===== config.mk =====
export PLATFORM = sky130hd
export DESIGN_NAME = keccak_perm
export DESIGN_NICKNAME = d
export VERILOG_FILES = /design/src/source/keccak_geom_pkg.sv /design/src/source/keccak_ctrl_pkg.sv /design/src/source/keccak_rc_table.sv /design/src/source/keccak_step.sv /design/src/source/keccak_round_count.sv /design/src/source/keccak_round.sv /design/src/source/keccak_perm.sv
export SDC_FILE = /design/constraint.sdc
export NUM_CORES = 1
export LEC_CHECK = 0
export BUFFER_PORTS_ARGS = -buffer_cell sky130_fd_sc_hd__buf_2
export CELL_PAD_IN_SITES_DETAIL_PLACEMENT = 0
export CELL_PAD_IN_SITES_GLOBAL_PLACEMENT = 2
export CORE_MARGIN = 10
export CORE_UTILIZATION = 40
export DETAILED_ROUTE_END_ITERATION = 12
export MAX_ROUTING_LAYER = met4
export PLACE_DENSITY_LB_ADDON = 0.1
export SETUP_SLACK_MARGIN = 0.5
export SLEW_MARGIN = 5
export SYNTH_ARGS = -nofsm -noshare
export SYNTH_HDL_FRONTEND = slang
export SYNTH_HIERARCHICAL = 1
export SYNTH_SLANG_ARGS = --single-unit
export TNS_END_PERCENT = 10

===== constraint.sdc =====
create_clock -name clk_i -period 6.41 [get_ports clk_i]
set_input_delay 0.641 -clock clk_i [delete_from_list [all_inputs] [get_ports clk_i]]
set_output_delay 0.641 -clock clk_i [all_outputs]
set_load 0.005 [all_outputs]

===== src/source/keccak_geom_pkg.sv =====
// Keccak-f[200] state geometry constants and datapath typedefs
`default_nettype none

package keccak_geom_pkg;

  ////////////////////////////////
  // Geometry
  ////////////////////////////////

  // Lane width in bits, Keccak-f[200] uses 8
  parameter int LaneW = 8;
  // 5 x 5 lanes
  parameter int NumLanes = 25;
  parameter int StateW = LaneW * NumLanes;

  // Keccak-f rounds, 12 + 2*log2(LaneW)
  parameter int NumRounds = 18;
  // Enough bits for round + RoundsPerClock - 1
  parameter int RoundW = 5;

  ////////////////////////////////
  // Datapath types
  ////////////////////////////////

  typedef logic [LaneW-1:0] lane_t;

  // Lane x + 5*y sits at bits LaneW*(x+5y) upward
  typedef logic [StateW-1:0] state_t;

  typedef logic [RoundW-1:0] round_t;

endpackage

`default_nettype wire


===== src/source/keccak_ctrl_pkg.sv =====
// Round FSM state encoding and engine status struct
`default_nettype none

package keccak_ctrl_pkg;

  // Round controller states
  typedef enum logic [1:0] {
    StIdle          = 2'b00,
    StActive        = 2'b01,
    // Sink state, never entered in normal operation
    StError         = 2'b10,
    StTerminalError = 2'b11
  } round_st_e;

  // Status reported by the engine
  typedef struct packed {
    logic ready;        // Idle, run_i accepted
    logic complete;     // One-cycle pulse at end of permutation
    logic fsm_error;    // FSM in terminal error
    logic count_error;  // Round counter copies disagree
    logic clear_error;  // Storage cleared outside idle
  } round_status_t;

endpackage

`default_nettype wire


===== src/source/keccak_rc_table.sv =====
// Iota round constant lookup, truncated to lane width
`default_nettype none

module keccak_rc_table (
  input  keccak_geom_pkg::round_t round_i,
  output keccak_geom_pkg::lane_t  rc_o
);

  // Low 8 bits of the standard Keccak round constants
  // Derived from the x^8+x^6+x^5+x^4+1 LFSR; only bit positions 0, 1, 3, 7 land in a lane
  always_comb begin
    case (round_i)
      5'd0:    rc_o = 8'h01;
      5'd1:    rc_o = 8'h82;
      5'd2:    rc_o = 8'h8a;
      5'd3:    rc_o = 8'h00;
      5'd4:    rc_o = 8'h8b;
      5'd5:    rc_o = 8'h01;
      5'd6:    rc_o = 8'h81;
      5'd7:    rc_o = 8'h09;
      5'd8:    rc_o = 8'h8a;
      5'd9:    rc_o = 8'h88;
      5'd10:   rc_o = 8'h09;
      5'd11:   rc_o = 8'h0a;
      5'd12:   rc_o = 8'h8b;
      5'd13:   rc_o = 8'h8b;
      5'd14:   rc_o = 8'h89;
      5'd15:   rc_o = 8'h03;
      5'd16:   rc_o = 8'h02;
      5'd17:   rc_o = 8'h80;
      // Past the last round
      default: rc_o = 8'h00;
    endcase
  end

endmodule

`default_nettype wire


===== src/source/keccak_step.sv =====
// Combinational Keccak round: theta, rho, pi, chi and iota
`default_nettype none

module keccak_step (
  input  keccak_geom_pkg::round_t round_i,
  input  keccak_geom_pkg::state_t state_i,
  output keccak_geom_pkg::state_t state_o
);
  import keccak_geom_pkg::*;

  // Rho offsets modulo LaneW, lane index x + 5*y
  localparam int RhoOffset [NumLanes] = '{
    0, 1, 6, 4, 3,
    4, 4, 6, 7, 4,
    3, 2, 3, 1, 7,
    1, 5, 7, 5, 0,
    2, 2, 5, 0, 6
  };

  // Rotate towards the MSB
  function automatic lane_t rotl(lane_t a, int n);
    return lane_t'((a << n) | (a >> (LaneW - n)));
  endfunction

  lane_t a [NumLanes];  // Input lanes
  lane_t c [5];         // Column parities
  lane_t d [5];         // Theta column term
  lane_t b [NumLanes];  // After theta, rho and pi
  lane_t e [NumLanes];  // After chi
  lane_t rc;

  keccak_rc_table u_rc_table (
    .round_i (round_i),
    .rc_o    (rc)
  );

  always_comb begin
    // Unpack lanes
    for (int i = 0; i < NumLanes; i++) begin
      a[i] = state_i[LaneW*i +: LaneW];
    end

    // Theta
    for (int x = 0; x < 5; x++) begin
      c[x] = a[x] ^ a[x+5] ^ a[x+10] ^ a[x+15] ^ a[x+20];
    end
    for (int x = 0; x < 5; x++) begin
      d[x] = c[(x+4)%5] ^ rotl(c[(x+1)%5], 1);
    end

    // Rho then pi, lane (x,y) moves to (y, 2x+3y)
    for (int y = 0; y < 5; y++) begin
      for (int x = 0; x < 5; x++) begin
        b[y + 5*((2*x + 3*y) % 5)] = rotl(a[x+5*y] ^ d[x], RhoOffset[x+5*y]);
      end
    end

    // Chi, nonlinear mix along each row
    for (int y = 0; y < 5; y++) begin
      for (int x = 0; x < 5; x++) begin
        e[x+5*y] = b[x+5*y] ^ (~b[(x+1)%5 + 5*y] & b[(x+2)%5 + 5*y]);
      end
    end

    // Repack, iota on lane 0
    for (int i = 0; i < NumLanes; i++) begin
      state_o[LaneW*i +: LaneW] = (i == 0) ? (e[i] ^ rc) : e[i];
    end
  end

endmodule

`default_nettype wire


===== src/source/keccak_round_count.sv =====
// Redundant round counter with inverted shadow copy and mismatch flag
`default_nettype none

module keccak_round_count #(
  parameter int RoundsPerClock = 1
) (
  input  logic                    clk_i,
  input  logic                    rst_b,
  input  logic                    clr_i,
  input  logic                    incr_i,
  output keccak_geom_pkg::round_t cnt_o,
  output logic                    err_o
);
  import keccak_geom_pkg::*;

  localparam round_t Step = round_t'(RoundsPerClock);

  round_t cnt_q;
  // Shadow copy held inverted, so it counts down
  round_t cnt_inv_q;

  always_ff @(posedge clk_i or negedge rst_b) begin
    if (!rst_b) begin
      cnt_q     <= '0;
      cnt_inv_q <= '1;
    end else if (clr_i) begin
      cnt_q     <= '0;
      cnt_inv_q <= '1;
    end else if (incr_i) begin
      cnt_q     <= cnt_q + Step;
      cnt_inv_q <= cnt_inv_q - Step;
    end
  end

  assign cnt_o = cnt_q;
  // Any upset in either copy shows up here
  assign err_o = (cnt_q != ~cnt_inv_q);

  // Controller clears before the count runs past the last round
  CntInRange_A: assert property (@(posedge clk_i) disable iff (!rst_b)
    cnt_q <= round_t'(NumRounds));

endmodule

`default_nettype wire


===== src/source/keccak_round.sv =====
// Round control FSM, state storage with message XOR, step chain and status
`default_nettype none

module keccak_round #(
  parameter int RoundsPerClock = 1
) (
  input  logic                           clk_i,
  input  logic                           rst_b,
  input  logic                           zeroize_i,
  input  logic                           run_i,
  input  logic                           squeezing_i,
  input  logic                           clear_i,
  input  keccak_geom_pkg::state_t        data_i,
  output keccak_geom_pkg::state_t        state_o,
  output keccak_ctrl_pkg::round_status_t status_o
);
  import keccak_geom_pkg::*;
  import keccak_ctrl_pkg::*;

  // Storage control
  logic update_storage;
  logic rst_storage;
  logic xor_message;
  // Round counter control
  logic inc_rnd;
  logic rst_rnd;
  logic rnd_eq_end;
  // Completion and errors
  logic complete_d;
  logic complete_q;
  logic fsm_error;
  logic count_error;
  logic clear_error;

  round_st_e st_q, st_d;
  round_t    round;
  state_t    storage;
  state_t    storage_d;
  state_t    chain [RoundsPerClock+1];

  ////////////////////////////////
  // Round FSM
  ////////////////////////////////

  // Last group of rounds starts here
  assign rnd_eq_end = (round == round_t'(NumRounds - RoundsPerClock));

  always_comb begin
    st_d           = st_q;
    update_storage = 1'b0;
    rst_storage    = 1'b0;
    xor_message    = 1'b0;
    inc_rnd        = 1'b0;
    rst_rnd        = 1'b0;
    complete_d     = 1'b0;
    fsm_error      = 1'b0;

    case (st_q)
      StIdle: begin
        // Clear wins over run
        if (clear_i) begin
          rst_storage = 1'b1;
        end else if (run_i) begin
          st_d           = StActive;
          // Squeeze keeps storage as is
          xor_message    = ~squeezing_i;
          update_storage = ~squeezing_i;
        end
      end
      StActive: begin
        update_storage = 1'b1;
        if (rnd_eq_end) begin
          st_d       = StIdle;
          rst_rnd    = 1'b1;
          complete_d = 1'b1;
        end else begin
          inc_rnd = 1'b1;
        end
      end
      StError: begin
        st_d = StError;
      end
      StTerminalError: begin
        fsm_error = 1'b1;
      end
      default: begin
        st_d      = StTerminalError;
        fsm_error = 1'b1;
      end
    endcase

    // Zeroize overrides any state
    if (zeroize_i) begin
      st_d = StIdle;
    end
  end

  always_ff @(posedge clk_i or negedge rst_b) begin
    if (!rst_b) begin
      st_q <= StIdle;
    end else begin
      st_q <= st_d;
    end
  end

  ////////////////////////////////
  // State storage
  ////////////////////////////////

  // Absorb XORs data in, otherwise take the last step output
  assign storage_d = xor_message ? (storage ^ data_i) : chain[RoundsPerClock];

  always_ff @(posedge clk_i or negedge rst_b) begin
    if (!rst_b) begin
      storage <= '0;
    end else if (zeroize_i || rst_storage) begin
      storage <= '0;
    end else if (update_storage) begin
      storage <= storage_d;
    end
  end

  assign state_o = storage;

  // Storage clear only legal in idle with clear_i up
  assign clear_error = rst_storage && ((st_q != StIdle) || !clear_i);

  ////////////////////////////////
  // Step chain and counter
  ////////////////////////////////

  assign chain[0] = storage;

  for (genvar k = 0; k < RoundsPerClock; k++) begin : gen_step
    keccak_step u_step (
      .round_i (round + round_t'(k)),
      .state_i (chain[k]),
      .state_o (chain[k+1])
    );
  end

  keccak_round_count #(
    .RoundsPerClock (RoundsPerClock)
  ) u_round_count (
    .clk_i  (clk_i),
    .rst_b  (rst_b),
    .clr_i  (rst_rnd | zeroize_i),
    .incr_i (inc_rnd),
    .cnt_o  (round),
    .err_o  (count_error)
  );

  // Completion pulse, lines up with the final storage update
  always_ff @(posedge clk_i or negedge rst_b) begin
    if (!rst_b) begin
      complete_q <= 1'b0;
    end else begin
      complete_q <= complete_d & ~zeroize_i;
    end
  end

  assign status_o = '{
    ready:       (st_q == StIdle),
    complete:    complete_q,
    fsm_error:   fsm_error,
    count_error: count_error,
    clear_error: clear_error
  };

  ////////////////////////////////
  // Assertions
  ////////////////////////////////

  // Rounds per clock must split the permutation evenly
  if ((RoundsPerClock < 1) || (RoundsPerClock > 3) ||
      ((NumRounds % RoundsPerClock) != 0)) begin : gen_rpc_chk
    $error("RoundsPerClock must be 1, 2 or 3");
  end

  // Caller waits for ready before run
  RunInIdle_A: assert property (@(posedge clk_i) disable iff (!rst_b)
    run_i |-> (st_q == StIdle));

  NoErrorState_A: assert property (@(posedge clk_i) disable iff (!rst_b)
    st_q != StError);

endmodule

`default_nettype wire


===== src/source/keccak_perm.sv =====
// Keccak-f[200] permutation engine top level
`default_nettype none

module keccak_perm #(
  parameter int RoundsPerClock = 1
) (
  input  logic                           clk_i,
  input  logic                           rst_b,
  input  logic                           zeroize_i,
  input  logic                           run_i,
  input  logic                           squeezing_i,
  input  logic                           clear_i,
  input  keccak_geom_pkg::state_t        data_i,
  output keccak_geom_pkg::state_t        state_o,
  output keccak_ctrl_pkg::round_status_t status_o
);

  // Round engine with storage and controller
  keccak_round #(
    .RoundsPerClock (RoundsPerClock)
  ) u_round (
    .clk_i       (clk_i),
    .rst_b       (rst_b),
    .zeroize_i   (zeroize_i),
    .run_i       (run_i),
    .squeezing_i (squeezing_i),
    .clear_i     (clear_i),
    .data_i      (data_i),
    .state_o     (state_o),
    .status_o    (status_o)
  );

endmodule

`default_nettype wire


==> flow_summary_export.csv, run 1 <==
group,metric,value,unit
sta,finalMaxSlewViolations,0,
synthesis,synthFlopType,"dfrtp_1",
clock_network,cts_buffer_depth,3,
synthesis,synth.cell_area,24500,um2
global_routing,grt_pass1_wl,158000,um
sta,finalHoldViolCount,0,
global_routing,grt_usage,32.3,%
global_routing,first_global_vias,19100,
run,max_cap_viol_count,0,
setup_path,timing.critical_path.to_type,"register",
clock_network,number_of_buffers_created_by_cts,29,
clock_network,clock_insertion_delay_worst_skew,0.60,ns
sta,fin_ws,2.83,ns
drt,route.detailed.wl_per_inst,35.0,um
outcome,outcome,"complete, no violations",
clock_network,cts.repair.resized,0,
floorplanning,placeableCoreArea,60500,um2
sta,finalCriticalPeriod,3.58,ns
setup_path,critical_path_fanouts_max,10,
clock_network,numClockSinks,213,
synthesis,avgSynthCellArea,10.4,um2
drt,vias_per_cell,5.88,
final_layout,layout.nets,2712,
synthesis,seq_area_frac_synth,21.8,%
sta,maxSlewHeadroom,19.2,%
placed_design,dp_slack,2.92,ns
drt,initial_drt_markers,2194,
final_layout,layout_overhead_on_the_synthesized_area,7.74,%
final_layout,finalCoreUtilization,43.7,%
placed_design,routabilityCongestion,0.990,
synthesis,yosys.area.top_type_share,21.2,%
clock_network,cts_tree,"yes",
global_routing,grt_overflow_total,0,
synthesis,yosys.cell_types.count,54,
sta,setup-tns-final,0,ns
drt,route.antenna.remaining_nets,0,
clock_network,clkTransAtPathRegs,0.06,ns
setup_path,timing.critical_path.buf_inv,0,
drt,dr_drc_count,0,
floorplanning,dieArea,71600,um2
placed_design,port-buffer-count,409,
clock_network,clk_root_buffer_cell,"clkbuf_16",
synthesis,synthesis.instances,2365,
global_routing,antenna_found_initial,4,
floorplanning,pin_count,411,
setup_path,critical_path_startpoint_category,"register",
setup_path,critical_path.cell_chain,"xnor3_1, xnor2_2, xor3_1, nor2_1, xnor2_1, nand2_1, a21oi_1, a221o_1",
setup_path,cp_data_arrival_time,4.04,ns
sta,period_utilisation_layout,55.8,%
synthesis,synth_top_cells_by_area,"dfrtp_1 (21%), xnor3_1 (18%), a221o_1 (8.2%)",
sta,rsz_0062_raised_after_global_routing,"false",
sta,setup-violations-final,0,
setup_path,cp_slowest_cell,"xnor2_2",
sta,worst_pin_slew,1.21,ns
floorplanning,die_height,268,um
setup_path,criticalPathCategory,"register to register",
synthesis,post_synth_edffs,0,
final_layout,drive_above_1_share,22.2,%
sta,fmaxAchievable,280,MHz
setup_path,max_stage_delay,0.82,ns
setup_path,cp_data_required_time,6.87,ns
synthesis,synthesis.yosys.warnings,6,
synthesis,synth_register_bits,213,
synthesis,netlist.top_cell.by_area,"dfrtp_1",
placed_design,place.detailed.hpwl,87800,um
clock_network,cts_setup_buffers,0,
sta,finClkSkew,0.0272,ns
floorplanning,die_width,268,um
clock_network,cts_hold_repair.buffers,0,
clock_network,cts-htree-levels,1,
drt,drt_pre_antenna_iters,5,
floorplanning,initial_utilization,40.5,%
global_routing,grt_max_degree,202,
setup_path,timing.critical_path.max_delay_family,"XOR/XNOR gates",
synthesis,postSynth.asyncResetShare,100,%
drt,routed_wl,115000,um
drt,dr_total_vias,19400,
floorplanning,rows,90,
worst_hold_path,timing.hold.worst.class,"input port to async pin",
==> final timing paths <==
path                                                    start                                  to  slack, ns  cells after the start
setup / recovery                          u_round/state_o[55]                 u_round/state_o[10]       2.83                      8
hold / removal                                          rst_b                  u_round/complete_q       0.05                      1
setup reg to reg                          u_round/state_o[55]                 u_round/state_o[10]       2.83                      8
hold reg to reg            u_round/u_round_count/cnt_inv_q[4]  u_round/u_round_count/cnt_inv_q[4]       0.58                      2
max in group asynchronous                               rst_b                u_round/state_o[145]       4.95                      2
min in group clk_i                                 data_i[67]                 u_round/state_o[67]       0.42                      3
==> cell usage after synthesis, drive strengths merged (15+ instances only) <==
cell / n
dfrtp: 208
nand3b: 199
nor2b: 214
xnor2: 231
a221o: 200
nor2: 81
nand2b: 64
xor2: 69
xor3: 31
buf: 308
nand2: 272
xnor3: 209
clkbuf: 15
a21oi: 204
==> stage by stage <==
stage | instances | area, um2 | hold WS, ns
6_report | 3299 | 26400 | 0.0484
3_3_place_gp | 3246 | 25500 | 0.566
2_1_floorplan | 2368 | 24500 | 0.345
4_1_cts | 3294 | 26400 | 0.100
3_5_place_dp | 3246 | 25500 | 0.564
5_1_grt | 3296 | 26400 | 0.103
==> area by class of cell <==
class	instances	area, um2
Tap cell	782	978
Timing Repair Buffer	419	2210
Fill cell	5941	34100
Sequential cell	213	5340
Multi-Input combinational cell	1824	17000
Antenna cell	5	12.5
Inverter	8	30.0
Clock buffer	43	818
Clock inverter	5	50.0
==> kinds of logic (layout without fill, tap and decap cells) <==
family                   count (synthesis)  after routing  share of synthesized area [%]
AND/OR/NAND/NOR                        846            846                           19.7
XOR/XNOR                               540            540                           35.8
AO/OA/AOI/OAI                          416            416                           12.7
buffers and inverters                  331            475                           9.19
flip-flops                             213            213                           21.8
adder cells (fa/ha/maj)                 11             11                          0.562
multiplexers                             6              6                          0.255
other                                    2             10                         0.0306
==> state kept, by name, summed over array words and instances (netlist names) <==
| name | cells |
|---|---|
| u_round/state_o | 200 |
| u_round/u_round_count/cnt_o | 5 |
| u_round/st_q | 2 |
| u_round/u_round_count/cnt_inv_q | 5 |
| u_round/complete_q | 1 |
==> layer usage <==
layer	up-vias	part of all wire [%]	track usage (%)
met5	-	0	-
met4	0	3.4	9.51
met3	120	6.8	4.55
met2	830	46	50.2
met1	10000	43	43.3
li1	8403	-	-
==> cell usage in the layout, fill, tap and decap left out, drive strengths merged, types with 2 or more instances in the layout <==
master	netlist	final
nor2b	214	214
conb	2	5
ha	11	11
clkbuf	15	43
buf	308	419
xor2	69	69
dfrtp	208	208
a211oi	3	3
inv	8	8
nor2	81	81
mux2	2	2
a221o	200	200
a21oi	204	204
mux2i	4	4
nand2	272	272
nand4	3	3
o21ai	3	3
xor3	31	31
nand2b	64	64
diode	0	5
nand3	2	2
and4bb	2	2
nand3b	199	199
clkinv	0	4
xnor3	209	209
xnor2	231	231
dfstp	5	5
Power of run 1 is not shown: default switching activity piles up to over one toggle a cycle in this logic, so the estimate is an artifact.
==> run 2: changes to the inputs <==
--- a/config.mk
+++ b/config.mk
@@ -9,7 +9,7 @@
 export CELL_PAD_IN_SITES_DETAIL_PLACEMENT = 0
 export CELL_PAD_IN_SITES_GLOBAL_PLACEMENT = 2
 export CORE_MARGIN = 10
-export CORE_UTILIZATION = 40
+export CORE_UTILIZATION = 34
 export DETAILED_ROUTE_END_ITERATION = 12
 export MAX_ROUTING_LAYER = met4
 export PLACE_DENSITY_LB_ADDON = 0.1
==> constraint.sdc (replaced) <==
create_clock -name clk_i -period 2.96 [get_ports clk_i]
set_input_delay 0.296 -clock clk_i [delete_from_list [all_inputs] [get_ports clk_i]]
set_output_delay 0.296 -clock clk_i [all_outputs]
set_load 0.005 [all_outputs]
==> flow_summary_export.csv, run 2 (synthesized netlist as in run 1, its figures left out) <==
group,metric,value,unit
outcome,outcome,"complete, no violations",
drt,route.detailed.wl_per_inst,34.6,um
final_layout,layout.nets,3170,
final_layout,multi_input_logic_area,17800,um2
global_routing,grt_usage,32.6,%
final_layout,n_fill_cell,6982,
drt,dr_drc_count,0,
sta,fmaxAchievable,362,MHz
sta,maxSlewHeadroom,45.5,%
floorplanning,initial_utilization,34.3,%
final_layout,finalNonFillerCells,3928,
setup_path,cp_data_arrival_time,3.31,ns
clock_network,cts_buffer_depth,3,
setup_path,timing.critical_path.buf_inv,3,
clock_network,cts-htree-levels,1,
setup_path,crit-reg2reg-launch,"u_round/state_o[70]",
setup_path,worst-r2r-setup-slack,0.20,ns
worst_hold_path,end_point_of_the_most_critical_hold_path,"u_round/state_o[57]",
final_layout,largest_register_ff_count,200,
sta,period_utilisation_layout,93.4,%
setup_path,timing.rr.end,"u_round/state_o[173]",
placed_design,place.detailed.hpwl,107000,um
floorplanning,rows,98,
setup_path,cp_slowest_cell,"xnor3_2",
floorplanning,dieArea,83200,um2
sta,finalHoldViolCount,0,
sta,finalCriticalPeriod,2.76,ns
placed_design,routabilityCongestion,1.02,
setup_path,critical_path.cell_chain,"xnor3_2, xnor2_4, buf_12, buf_4, buf_12, xnor3_1, nor2_1, xnor2_1, nand2_1, a21oi_1, a221o_1",
clock_network,clock_insertion_delay_worst_skew,0.61,ns
worst_hold_path,timing.hold.worst.class,"input port to register",
sta,worst_pin_slew,0.817,ns
drt,vias_per_cell,5.47,
final_layout,drive_above_1_share,40.9,%
setup_path,timing.critical_path.to_type,"register",
global_routing,grt_pass1_wl,184000,um
worst_hold_path,worst_min_path_start,"data_i[57]",
setup_path,max_stage_delay,0.48,ns
drt,drt_pre_antenna_iters,5,
global_routing,antenna_found_initial,4,
final_layout,layout_common_cells,"buf_2 (408), buf_4 (373), nand2_1 (251)",
run,max_cap_viol_count,0,
worst_hold_path,hold_path_cell_cnt,3,
setup_path,worstSetupPathDepth,11,
setup_path,worstRegToRegCells,11,
sta,setup-violations-final,0,
drt,dr_total_vias,21500,
setup_path,cp_data_required_time,3.51,ns
final_layout,layout_overhead_on_the_synthesized_area,30.3,%
sta,finalMaxSlewViolations,0,
sta,rsz_0062_raised_after_global_routing,"true",
final_layout,most_common_cell_after_layout_fill_and_taps_aside,"buf_2",
placed_design,port-buffer-count,409,
floorplanning,die_width,288,um
clock_network,cts_tree,"yes",
sta,finClkSkew,0.0155,ns
setup_path,worst_path_most_repeated_cell,"buf_12",
global_routing,grt_overflow_total,0,
global_routing,grt_max_degree,93,
floorplanning,placeableCoreArea,71500,um2
global_routing,first_global_vias,21400,
clock_network,numClockSinks,213,
floorplanning,die_height,288,um
drt,routed_wl,136000,um
clock_network,clkTransAtPathRegs,0.06,ns
placed_design,placedCellCount,3781,
clock_network,number_of_buffers_created_by_cts,31,
drt,initial_drt_markers,2104,
setup_path,critical_path_fanouts_max,6,
floorplanning,pin_count,411,
final_layout,layout.area.seq,5360,um2
drt,route.antenna.remaining_nets,0,
setup_path,timing.critical_path.max_delay_family,"XOR/XNOR gates",
setup_path,criticalPathCategory,"register to register",
clock_network,clk_root_buffer_cell,"clkbuf_16",
setup_path,critical_path_startpoint_category,"register",
-- run 2: stage by stage --
stage	setup TNS (ns)	setup slack, ns	util (%)	instance area (um2)	hold WS (ns)
after floorplan	0	0.481	-	24500	0.000409
after global placement	-0.708	-0.222	40.6	29000	0.191
after detailed placement	-0.686	-0.231	40.6	29000	0.194
after CTS	0	0.222	43.8	31300	0.0322
after global routing	0	0.155	44.7	31900	0.0608
final	0	0.196	44.7	31900	0.0531
-- run 2: worst reg2reg max path: cells and delay by family (launching register included) --
kind / cells / cell delay, ns
AOI/OAI and AO/OA: 2 / 0.30
and+or+nand+nor: 2 / 0.32
DFF: 1 / 0.38
buffers and inverters: 3 / 0.46
xor gates and xnor gates: 4 / 1.27
-- run 2: per-layer routing --
| layer | global-route usage [%] | vias to the layer above | share of wire, % |
|---|---|---|---|
| met2 | 53.8 | 899 | 48 |
| met5 | - | - | 0 |
| met4 | 7.16 | 0 | 3.0 |
| li1 | - | 9308 | - |
| met3 | 3.16 | 148 | 5.6 |
| met1 | 43.0 | 11100 | 43 |
-- run 2: how the worst max path moves through the flow --
stage                                     from                   end  slack (ns)
final                      u_round/state_o[70]  u_round/state_o[173]        0.20
after detailed placement   u_round/state_o[92]  u_round/state_o[131]       -0.23
after floorplan           u_round/state_o[158]  u_round/state_o[104]        0.48
after CTS                  u_round/state_o[41]  u_round/state_o[131]        0.22
after global routing      u_round/state_o[171]  u_round/state_o[102]        0.15
after global placement    u_round/state_o[161]  u_round/state_o[131]       -0.22
-- run 2: area by class of cell --
cell class / instances / area share, %
flip-flops and latches: 213 / 16.8
multi-input cells: 1824 / 55.7
inverters: 8 / 0.0940
well taps: 950 / 3.72
repair buffers: 875 / 20.4
clock buffers: 50 / 2.97
diodes: 2 / 0.0157
clock inverters: 6 / 0.341
-- run 2: timing repair --
action,in CTS,in global routing
pin swaps,64,42
buffers inserted,56,30
endpoints found under the setup margin,199,200
cloned,1,1
hold buffers,1,0
hold endpoints to repair,88,0
resized for setup,162,93
Power of run 2 is left out for the same reason.
==> run 3: changes to the inputs <==
--- a/config.mk
+++ b/config.mk
@@ -5,11 +5,13 @@
 export SDC_FILE = /design/constraint.sdc
 export NUM_CORES = 1
 export LEC_CHECK = 0
+export ABC_CLOCK_PERIOD_IN_PS = 2960
 export BUFFER_PORTS_ARGS = -buffer_cell sky130_fd_sc_hd__buf_2
 export CELL_PAD_IN_SITES_DETAIL_PLACEMENT = 0
 export CELL_PAD_IN_SITES_GLOBAL_PLACEMENT = 2
 export CORE_MARGIN = 10
 export CORE_UTILIZATION = 34
+export CTS_BUF_LIST = sky130_fd_sc_hd__clkbuf_4
 export DETAILED_ROUTE_END_ITERATION = 12
 export MAX_ROUTING_LAYER = met4
 export PLACE_DENSITY_LB_ADDON = 0.1
==> flow_summary_export.csv, run 3 (synthesized netlist as in run 1, its figures left out) <==
group,metric,value,unit
sta,finalHoldViolCount,0,
clock_network,number_of_buffers_created_by_cts,75,
setup_path,worst_path_most_repeated_cell,"buf_4",
final_layout,n_fill_cell,6902,
global_routing,grt_pass1_wl,188000,um
final_layout,layout.nets,3414,
setup_path,worst-r2r-setup-slack,0.15,ns
global_routing,grt_usage,33.3,%
setup_path,cp_slowest_cell,"xnor3_1",
drt,dr_drc_count,0,
floorplanning,die_width,288,um
worst_hold_path,timing.hold.worst.class,"input port to async pin",
final_layout,finalNonFillerCells,4205,
run,max_cap_viol_count,0,
drt,route.antenna.remaining_nets,0,
clock_network,clock_insertion_delay_worst_skew,0.88,ns
setup_path,critical_path_fanouts_max,3,
final_layout,multi_input_logic_area,17700,um2
drt,initial_drt_markers,2187,
final_layout,layout_overhead_on_the_synthesized_area,37.5,%
sta,setup-violations-final,0,
sta,rsz_0062_raised_after_global_routing,"true",
setup_path,worstSetupPathDepth,10,
placed_design,routabilityCongestion,1.02,
drt,drt_pre_antenna_iters,6,
sta,period_utilisation_layout,94.8,%
drt,dr_total_vias,22700,
setup_path,cp_data_required_time,3.68,ns
setup_path,critical_path.cell_chain,"xnor3_2, xnor2_4, buf_4, xnor3_1, nor2_1, xnor2_1, buf_4, nand2_1, a21oi_1, a221o_1",
setup_path,worstRegToRegCells,10,
sta,fmaxAchievable,356,MHz
setup_path,timing.rr.end,"u_round/state_o[87]",
outcome,outcome,"complete, no violations",
setup_path,timing.critical_path.to_type,"register",
setup_path,timing.critical_path.buf_inv,2,
sta,maxSlewHeadroom,41.6,%
sta,finalCriticalPeriod,2.81,ns
final_layout,finalCoreUtilization,47.1,%
clock_network,cts_buffer_depth,3,
drt,vias_per_cell,5.41,
global_routing,grt_overflow_total,0,
setup_path,timing.critical_path.max_delay_family,"XOR/XNOR gates",
final_layout,largest_register_ff_count,200,
floorplanning,pin_count,411,
clock_network,clk_root_buffer_cell,"clkbuf_4",
final_layout,most_common_cell_after_layout_fill_and_taps_aside,"buf_2",
floorplanning,rows,98,
sta,worst_pin_slew,0.877,ns
final_layout,layout.area.seq,5360,um2
clock_network,clkTransAtPathRegs,0.07,ns
setup_path,criticalPathCategory,"register to register",
drt,routed_wl,138000,um
floorplanning,dieArea,83200,um2
clock_network,cts-htree-levels,3,
setup_path,crit-reg2reg-launch,"u_round/state_o[37]",
clock_network,cts_tree,"yes",
sta,finClkSkew,0.0687,ns
placed_design,placedCellCount,3781,
final_layout,drive_above_1_share,39.5,%
floorplanning,placeableCoreArea,71500,um2
floorplanning,die_height,288,um
sta,finalMaxSlewViolations,0,
setup_path,max_stage_delay,0.49,ns
global_routing,grt_max_degree,93,
global_routing,antenna_found_initial,8,
final_layout,layout_common_cells,"buf_2 (408), buf_4 (379), nand2_1 (259)",
setup_path,critical_path_startpoint_category,"register",
placed_design,port-buffer-count,409,
clock_network,numClockSinks,213,
setup_path,cp_data_arrival_time,3.53,ns
drt,route.detailed.wl_per_inst,32.9,um
floorplanning,initial_utilization,34.3,%
placed_design,place.detailed.hpwl,107000,um
global_routing,first_global_vias,22800,
==> run 3: cell count changes in the layout (fill, tap and decap cells not counted), moves of 5 or more <==
cell	change
clkinv_1	+10
xnor2_2	-6
xnor3_2	+6
nand2_1	+8
clkbuf_8	-10
xnor3_1	-6
diode_2	+5
nand2_2	-6
clkbuf_16	-31
dlygate4sd3_1	+201
clkbuf_4	+111
clkbuf_1	-9
buf_4	+6
==> run 3: repair_timing <==
action                                  4_1_cts  5_1_grt
endpoints found under the hold margin       413        0
pin swaps                                    69       39
gates cloned                                  1        1
resized for setup                           183       58
hold buffers                                203        0
buffers inserted                             55       29
endpoints found under the setup margin      199      200
==> run 3: metrics by stage <==
step / TNS (ns) / area, um2 / setup WS (ns) / hold slack (ns)
2_1_floorplan: 0 / 24500 / 0.481 / 0.000409
3_3_place_gp: -0.708 / 29000 / -0.222 / 0.191
3_5_place_dp: -0.686 / 29000 / -0.231 / 0.194
4_1_cts: 0 / 33200 / 0.243 / 0.0222
5_1_grt: 0 / 33700 / 0.142 / 0.0669
6_report: 0 / 33700 / 0.154 / 0.0947
==> run 3: worst max-delay path by stage <==
stage | startpoint | to | slack [ns]
finish | u_round/state_o[37] | u_round/state_o[87] | 0.15
global placement | u_round/state_o[161] | u_round/state_o[131] | -0.22
CTS | u_round/state_o[41] | u_round/state_o[131] | 0.24
global route | u_round/state_o[108] | u_round/state_o[132] | 0.14
floorplan | u_round/state_o[158] | u_round/state_o[104] | 0.48
detailed placement | u_round/state_o[92] | u_round/state_o[131] | -0.23
==> run 3: worst register-to-register path: cells and delay by family (launching register included) <==
family	cells	cell delay, ns
XOR/XNOR	4	1.27
flip-flops	1	0.43
AO/OA/AOI/OAI	2	0.37
buffers and inverters	2	0.32
AND/OR/NAND/NOR	2	0.30
==> run 3: cell type report <==
type,instances,share of cell area (%)
multi-input combinational,1824,52.6
timing repair buffer,1075,25.1
sequential,213,15.9
inverter,8,0.0891
antenna,7,0.0520
clock buffer,110,2.45
clock inverter,18,0.256
tap,950,3.53
==> run 3: routing by layer <==
layer	share of wire, %	wire, um	vias to the layer above	GRT usage [%]
met3	6.2	8560	179	3.72
li1	-	-	9819	-
met2	48	66100	1033	53.6
met4	3.3	4600	0	10.8
met1	43	59100	11700	43.5
met5	0	0	-	-
Power of run 3 is left out for the same reason.
